==> src/design/slink_pkg.sv <==
// ######################################
// serial link shared definitions
// widths, types and serializer states
// ######################################

package slink_pkg;

  // link geometry, one channel
  localparam int DataWidth    = 32;
  localparam int NumLanes     = 4;
  localparam int BeatsPerWord = DataWidth / NumLanes;

  // beat spacing limits in system clocks
  localparam int MaxClkDiv = 32;
  localparam int MinClkDiv = 2;

  typedef logic [DataWidth-1:0] word_t;
  typedef logic [NumLanes-1:0]  lane_t;

  // must hold MaxClkDiv itself
  typedef logic [$clog2(MaxClkDiv+1)-1:0] clk_div_t;

  typedef logic [$clog2(BeatsPerWord)-1:0] beat_idx_t;

  typedef enum logic {
    TX_IDLE,
    TX_SEND
  } tx_state_e;

endpackage

==> src/design/slink_rx_deserializer.sv <==
// ######################################
// serial link receive deserializer
// oversamples clock and lanes, rebuilds
// words on every forwarded clock edge
// ######################################

`timescale 1ns/1ps

module slink_rx_deserializer (
  input  logic             clk_i,
  input  logic             arst_n_i,
  input  logic             ddr_rcv_clk_i,
  input  slink_pkg::lane_t ddr_i,
  output logic             rx_valid_o,
  output slink_pkg::word_t rx_data_o
);
  import slink_pkg::*;

  logic      clk_meta_q;
  logic      clk_sync_q;
  logic      clk_prev_q;
  lane_t     lane_meta_q;
  lane_t     lane_sync_q;
  beat_idx_t beat_cnt_q;
  logic      beat_edge;

  // both edges of the forwarded clock carry a beat
  assign beat_edge = clk_sync_q ^ clk_prev_q;

  // clock and lanes see the same two-stage delay
  always_ff @(posedge clk_i or negedge arst_n_i) begin
    if (!arst_n_i) begin
      clk_meta_q  <= 1'b0;
      clk_sync_q  <= 1'b0;
      clk_prev_q  <= 1'b0;
      lane_meta_q <= '0;
      lane_sync_q <= '0;
    end else begin
      clk_meta_q  <= ddr_rcv_clk_i;
      clk_sync_q  <= clk_meta_q;
      clk_prev_q  <= clk_sync_q;
      lane_meta_q <= ddr_i;
      lane_sync_q <= lane_meta_q;
    end
  end

  always_ff @(posedge clk_i or negedge arst_n_i) begin
    if (!arst_n_i) begin
      beat_cnt_q <= '0;
      rx_valid_o <= 1'b0;
    end else begin
      // counter wraps back to 0 after the last beat
      rx_valid_o <= beat_edge && (beat_cnt_q == beat_idx_t'(BeatsPerWord - 1));
      if (beat_edge) begin
        beat_cnt_q <= beat_cnt_q + 1'b1;
      end
    end
  end

  // first beat is the low nibble, so shift in from the top
  always_ff @(posedge clk_i) begin
    if (beat_edge) begin
      rx_data_o <= {lane_sync_q, rx_data_o[DataWidth-1:NumLanes]};
    end
  end

endmodule

==> src/design/slink_top.sv <==
// ######################################
// serial link top level
// FIFO, serializer and deserializer
// ######################################

`timescale 1ns/1ps

module slink_top #(
  parameter int FifoDepth = 8
) (
  input  logic                clk_i,
  input  logic                arst_n_i,
  input  logic                push_valid_i,
  input  slink_pkg::word_t    push_data_i,
  input  slink_pkg::clk_div_t clk_div_i,
  output logic                fifo_empty_o,
  output logic                fifo_full_o,
  output logic                ddr_rcv_clk_o,
  output slink_pkg::lane_t    ddr_o,
  input  logic                ddr_rcv_clk_i,
  input  slink_pkg::lane_t    ddr_i,
  output logic                rx_valid_o,
  output slink_pkg::word_t    rx_data_o
);
  import slink_pkg::*;

  word_t fifo_rd_data;
  logic  fifo_pop;

  slink_tx_fifo #(
    .FifoDepth(FifoDepth)
  ) tx_fifo_i (
    .clk_i      (clk_i),
    .arst_n_i   (arst_n_i),
    .push_i     (push_valid_i),
    .push_data_i(push_data_i),
    .pop_i      (fifo_pop),
    .rd_data_o  (fifo_rd_data),
    .empty_o    (fifo_empty_o),
    .full_o     (fifo_full_o)
  );

  slink_tx_serializer tx_serializer_i (
    .clk_i        (clk_i),
    .arst_n_i     (arst_n_i),
    .clk_div_i    (clk_div_i),
    .fifo_empty_i (fifo_empty_o),
    .fifo_data_i  (fifo_rd_data),
    .pop_o        (fifo_pop),
    .ddr_rcv_clk_o(ddr_rcv_clk_o),
    .ddr_o        (ddr_o)
  );

  // receive side sees only the pins
  slink_rx_deserializer rx_deserializer_i (
    .clk_i        (clk_i),
    .arst_n_i     (arst_n_i),
    .ddr_rcv_clk_i(ddr_rcv_clk_i),
    .ddr_i        (ddr_i),
    .rx_valid_o   (rx_valid_o),
    .rx_data_o    (rx_data_o)
  );

endmodule

==> src/design/slink_tx_fifo.sv <==
// ######################################
// serial link transmit FIFO
// word buffer with show-ahead head word
// ######################################

`timescale 1ns/1ps

module slink_tx_fifo #(
  parameter int FifoDepth = 8
) (
  input  logic             clk_i,
  input  logic             arst_n_i,
  input  logic             push_i,
  input  slink_pkg::word_t push_data_i,
  input  logic             pop_i,
  output slink_pkg::word_t rd_data_o,
  output logic             empty_o,
  output logic             full_o
);
  import slink_pkg::*;

  localparam int PtrWidth = (FifoDepth > 1) ? $clog2(FifoDepth) : 1;

  word_t               mem_q [FifoDepth];
  logic [PtrWidth-1:0] wr_ptr_q;
  logic [PtrWidth-1:0] rd_ptr_q;
  logic [PtrWidth:0]   count_q;
  logic                push_ok;

  // pushes into a full buffer are lost
  assign push_ok = push_i && !full_o;

  assign empty_o   = (count_q == '0);
  assign full_o    = (count_q == (PtrWidth+1)'(FifoDepth));
  assign rd_data_o = mem_q[rd_ptr_q];

  always_ff @(posedge clk_i) begin
    if (push_ok) begin
      mem_q[wr_ptr_q] <= push_data_i;
    end
  end

  // pointers wrap on their own, depth is a power of two
  always_ff @(posedge clk_i or negedge arst_n_i) begin
    if (!arst_n_i) begin
      wr_ptr_q <= '0;
      rd_ptr_q <= '0;
      count_q  <= '0;
    end else begin
      if (push_ok) begin
        wr_ptr_q <= wr_ptr_q + 1'b1;
      end
      if (pop_i) begin
        rd_ptr_q <= rd_ptr_q + 1'b1;
      end
      case ({push_ok, pop_i})
        2'b10:   count_q <= count_q + 1'b1;
        2'b01:   count_q <= count_q - 1'b1;
        default: count_q <= count_q;
      endcase
    end
  end

endmodule

==> src/design/slink_tx_serializer.sv <==
// ######################################
// serial link transmit serializer
// sends words as nibble beats with a
// toggling forwarded clock
// ######################################

`timescale 1ns/1ps

module slink_tx_serializer (
  input  logic                clk_i,
  input  logic                arst_n_i,
  input  slink_pkg::clk_div_t clk_div_i,
  input  logic                fifo_empty_i,
  input  slink_pkg::word_t    fifo_data_i,
  output logic                pop_o,
  output logic                ddr_rcv_clk_o,
  output slink_pkg::lane_t    ddr_o
);
  import slink_pkg::*;

  tx_state_e state_q;
  clk_div_t  div_clamped;
  clk_div_t  div_cnt_q;
  beat_idx_t beat_idx_q;
  word_t     shift_q;
  logic      beat_due;
  logic      word_done;
  logic      load_word;

  // keep the beat spacing inside the supported range
  always_comb begin
    if (clk_div_i < clk_div_t'(MinClkDiv)) begin
      div_clamped = clk_div_t'(MinClkDiv);
    end else if (clk_div_i > clk_div_t'(MaxClkDiv)) begin
      div_clamped = clk_div_t'(MaxClkDiv);
    end else begin
      div_clamped = clk_div_i;
    end
  end

  assign beat_due  = (state_q == TX_SEND) && (div_cnt_q == '0);
  assign word_done = beat_due && (beat_idx_q == beat_idx_t'(BeatsPerWord - 1));

  // take a new word when idle or right after the last beat
  assign load_word = !fifo_empty_i && ((state_q == TX_IDLE) || word_done);
  assign pop_o     = load_word;

  always_ff @(posedge clk_i or negedge arst_n_i) begin
    if (!arst_n_i) begin
      state_q       <= TX_IDLE;
      div_cnt_q     <= '0;
      beat_idx_q    <= '0;
      ddr_rcv_clk_o <= 1'b0;
      ddr_o         <= '0;
    end else if (load_word) begin
      // beat 0 goes out with the pop
      state_q       <= TX_SEND;
      beat_idx_q    <= '0;
      div_cnt_q     <= div_clamped - 1'b1;
      ddr_o         <= fifo_data_i[NumLanes-1:0];
      ddr_rcv_clk_o <= ~ddr_rcv_clk_o;
    end else if (word_done) begin
      // lanes and clock hold their last levels
      state_q <= TX_IDLE;
    end else if (beat_due) begin
      beat_idx_q    <= beat_idx_q + 1'b1;
      div_cnt_q     <= div_clamped - 1'b1;
      ddr_o         <= shift_q[NumLanes-1:0];
      ddr_rcv_clk_o <= ~ddr_rcv_clk_o;
    end else if (state_q == TX_SEND) begin
      div_cnt_q <= div_cnt_q - 1'b1;
    end
  end

  // remaining beats, lowest nibble next
  always_ff @(posedge clk_i) begin
    if (load_word) begin
      shift_q <= fifo_data_i >> NumLanes;
    end else if (beat_due) begin
      shift_q <= shift_q >> NumLanes;
    end
  end

endmodule

==> config.mk <==
export PLATFORM = sky130hd
export DESIGN_NAME = slink_top
export DESIGN_NICKNAME = d
export VERILOG_FILES = /design/src/design/slink_pkg.sv /design/src/design/slink_rx_deserializer.sv /design/src/design/slink_top.sv /design/src/design/slink_tx_fifo.sv /design/src/design/slink_tx_serializer.sv
export SDC_FILE = /design/constraint.sdc
export NUM_CORES = 1
export LEC_CHECK = 0
export BUFFER_PORTS_ARGS = -buffer_cell sky130_fd_sc_hd__buf_2
export CORE_ASPECT_RATIO = 1.75
export CORE_MARGIN = 3
export CORE_UTILIZATION = 36
export DETAILED_ROUTE_END_ITERATION = 7
export MAX_ROUTING_LAYER = met4
export PLACE_DENSITY = 0.53
export SLEW_MARGIN = 20
export SYNTH_ARGS = -nofsm -noshare
export SYNTH_HDL_FRONTEND = slang
export SYNTH_SLANG_ARGS = --single-unit
==> constraint.sdc <==
create_clock -name clk_i -period 4.2 [get_ports clk_i]
set_clock_uncertainty 0.05 [all_clocks]
set_input_delay 0.42 -clock clk_i [delete_from_list [all_inputs] [get_ports clk_i]]
set_output_delay 0.42 -clock clk_i [all_outputs]
set_load 0.01 [all_outputs]
==> reports/summary.md <==
The flow ran to the end, and the final reports show no timing, DRC or antenna violations. The tools report the number of nets in the synthesized netlist as 726. The global-route met2 utilization came out at 25.5%.

Classification of the worst-slack hold path: in2reg. For this configuration, the core starts out at a cell density of 36.7%. The critical path is of the reg2reg type. In the synthesized netlist the dominant register cell turns out to be edfxtp_1. In this run the number of H-tree levels came out at 2. The tree is rooted in a clkbuf_16. CTS saw 356 sinks.

The post-synthesis instance total is 669. For the clock tree buffer depth, the log shows 3. For this run, the register share of the synthesized area comes to 77.0%.

Endpoint type of the worst setup path: a register. Headroom to the max-slew limit came out at 31.8%. Initial antenna violation count: 1.

The logs give 86 for the I/O pin count and 0 for the count of synthesis-stage warnings from yosys. The die covers 40300 sq um. The via count of the first global-routing pass is 7096. Setup slack on the critical path of the routed design comes to 1.01 ns. After routing, the total negative slack on setup checks comes to 0 ns. The commonest non-fill, non-tap cell in the layout is edfxtp_1. In this run the tool buffered the top-level ports with 85 buffer cells. STA puts the critical path data required time at 4.55 ns. After the first detailed-routing iteration, the DRC count stood at 580. The synthesized netlist contains 50 unique library cells. Dividing the detail-routed via count by the number of cells gives 5.00.

For the pin with the worst max-slew slack, the measured transition is 1.02 ns. The layout has 3204 filler cells. The share of flip-flops with an asynchronous set or reset is 11.2%. The area growth from synthesis to layout is 17.2%. The final global-route overflow total was 0. The design draws 9550 uW. The top cell types in the final layout, fill and taps aside, are 316 x edfxtp_1, 85 x buf_2, 64 x mux4_2. The mapped netlist covers 13600 sq um.

For the met1 track utilization from global routing, the log shows 15.5%. For this run, the detailed router's first-pass iteration total came to 6. Entering global routing, the biggest net connects 62 pins. For the register-to-register setup slack, the log shows 1.01 ns.

The largest fanout of any net on the critical path was 59. The number of DRC violations after detailed routing is 0. The die is 153 um wide.

The hold violation count in the final report is 0, and the later-pin clock latency in the skew report is 0.52 ns. Dividing the detail-routed wire length by the instance count gives 21.4 um. OpenSTA, run right after detailed placement, puts the worst setup slack at 1.04 ns.

The tool flagged a number of max-cap violations equal to 0. Data arrival time of the worst path: 3.54 ns. The layer with the highest usage after global routing is met2. The tools report the total track usage as 14.1%.

Total leakage power: 0.00546 uW. The post-layout net count is 842. The count of flip-flops with a built-in enable after synthesis works out to 316. The first global-routing pass estimated 42600 um of wire.

The share of total power dissipated in combinational logic is 16.7%. TritonCTS built the clock tree. The number of clock buffers added by TritonCTS is 34. The die outline height is 263 um, and the share of cells above drive strength 1 is 30.4%.

The clock period could shrink to 3.19 ns. Setup repair after global routing left no endpoint under its margin. Cell internal power was estimated by the tool at 7130 uW.

Based on the critical path, the design can be clocked at up to 0.314 GHz. Counting flops and latches in the post-synthesis netlist gives 356. STA classifies the critical path startpoint as a register.

The final number of max-transition violations was 0; the number of vias in the routed layout was 6428. Net switching is 25.4% of the power. Setup violations remaining at the end of the flow were counted as 0. The worst path uses 75.9% of the clock period. Worst vdd rail ir drop: 257 uV. After detailed routing, the total wire length is 27500 um. The share of total power in the clock network was 33.7%; the mean instance size in the synthesized netlist was 20.4 sq um.

The floorplan step defined a core boundary enclosing 37100 sq um. The final antenna-violating net count came out at 0. Dividing total power by cell area gives a power density of 598 nW/um^2. Detailed placement finished with a half-perimeter wire length of 16100 um. The finished layout holds 1286 standard cells, fillers aside. The floorplan has 93 rows. The run gives 1215 as the number of cells in the design after placement. The analysis attributes to net switching a power of 2420 uW. The clock transition at the registers of the reported paths came out at 0.06 ns. The tools report the part of the power in registers as 49.6%. The global-route track usage on met3 was 2.27%; the post-cts sizing count was 0. The congestion estimate from routability-driven global placement came to 0.746.
## Yosys cell counts (6+ instances only)
| cell type | number | share of area [%] |
|---|---|---|
| edfxtp_1 | 316 | 70 |
| mux4_2 | 64 | 11 |
| nand2_1 | 44 | 1.2 |
| dfrtp_1 | 40 | 7.3 |
| mux2i_1 | 28 | 2.1 |
| nor2_1 | 23 | 0.63 |
| o21ai_1 | 15 | 0.55 |
| o21ai_0 | 14 | 0.51 |
| buf_2 | 11 | 0.40 |
| ha_1 | 11 | 1.0 |
| buf_6 | 9 | 0.74 |
| inv_1 | 8 | 0.22 |
| nor2b_1 | 8 | 0.37 |
| xor2_1 | 8 | 0.51 |
| xnor2_1 | 7 | 0.45 |
| nor3_1 | 6 | 0.22 |
## metrics by stage
step / hold slack, ns / cell area [sq um] / utilization (%)
after floorplan: 0.0744 / 13600 / -
final: 0.117 / 16000 / 43.0
after CTS: 0.0283 / 15900 / 42.8
after detailed placement: 0.285 / 14600 / 39.4
after global placement: 0.282 / 14600 / 39.4
after global routing: 0.105 / 16000 / 43.0
## worst paths after layout
kind,from,to,depth (start not counted)
min in group asynchronous,arst_n_i,rx_deserializer_i.lane_sync_q[2]$_DFF_PN0_,2
worst max-delay path,tx_serializer_i.div_cnt_q[0]$_DFFE_PN0P_,tx_fifo_i.count_q[2]$_DFFE_PN0P_,13
worst min-delay path,push_data_i[13],tx_fifo_i.mem_q[1][13]$_DFFE_PP_,1
worst max register to register,tx_serializer_i.div_cnt_q[0]$_DFFE_PN0P_,tx_fifo_i.count_q[2]$_DFFE_PN0P_,13
max in group asynchronous,arst_n_i,tx_fifo_i.rd_ptr_q[2]$_DFFE_PN0N_,3
worst min register to register,rx_deserializer_i.clk_meta_q$_DFF_PN0_,rx_deserializer_i.clk_sync_q$_DFF_PN0_,0
## logic make-up after synthesis
group,count (synthesis),share of synthesized area [%]
buf+inv,36,1.70
flops,356,77.0
xor+xnor,15,0.965
mux,97,13.1
simple gates,95,3.26
compound gates,59,2.97
fa+ha+maj,11,1.01
## routing by layer
layer  vias to the layer above  part of all wire (%)
met2                       110                    56
met1                      3365                    39
met4                         0                   2.7
met5                         -                     0
met3                        54                   2.8
li1                       2899                     -
## worst max-delay path, cell delays in order (launching register included)
cell and delay, ns:
dfrtp_1 0.38, inv_1 0.09, ha_1 0.23, nor3b_4 0.18, a31o_2 0.28, nand2_4 0.49, inv_4 0.13, ha_1 0.31
xor2_1 0.19, ha_1 0.21, a21oi_1 0.14, xor2_1 0.17, nor2_1 0.08, xor2_1 0.14
## flip-flops by register name, indices dropped and copies added, names as in the netlist
signal / count
rx_deserializer_i.rx_valid_o: 1
tx_serializer_i.ddr_rcv_clk_o: 1
rx_deserializer_i.clk_sync_q: 1
tx_fifo_i.rd_ptr_q: 3
tx_serializer_i.beat_idx_q: 3
rx_deserializer_i.lane_meta_q: 4
rx_deserializer_i.beat_cnt_q: 3
tx_fifo_i.mem_q: 256
rx_deserializer_i.clk_prev_q: 1
tx_fifo_i.wr_ptr_q: 3
tx_serializer_i.div_cnt_q: 6
rx_deserializer_i.clk_meta_q: 1
rx_deserializer_i.rx_data_o: 32
rx_deserializer_i.lane_sync_q: 4
tx_serializer_i.state_q: 1
tx_serializer_i.ddr_o: 4
tx_fifo_i.count_q: 4
tx_serializer_i.shift_q: 28
## power by group through the flow
stage	registers (uW)	logic, uW	clock network [uW]
finish	4740	1590	3210
global placement	4780	1560	0
detailed placement	4820	1620	0
global route	4800	1750	3460
floorplan	4710	1140	0
CTS	4750	1630	3300
## final cells by class
class | count | area [sq um] | area share [%]
flip-flops and latches | 356 | 10500 | 65.8
multi-input cells | 277 | 2950 | 18.5
clock buffers | 43 | 968 | 6.07
repair buffers | 106 | 688 | 4.31
well taps | 475 | 594 | 3.72
clock inverters | 18 | 211 | 1.33
inverters | 10 | 41.3 | 0.259
diodes | 1 | 2.50 | 0.0157
## repair_timing
item	CTS	global route
setup buffers	0	0
hold buffers	5	1
endpoints found under the hold margin	5	15
No activity file was read; power rests on OpenSTA's default activity.
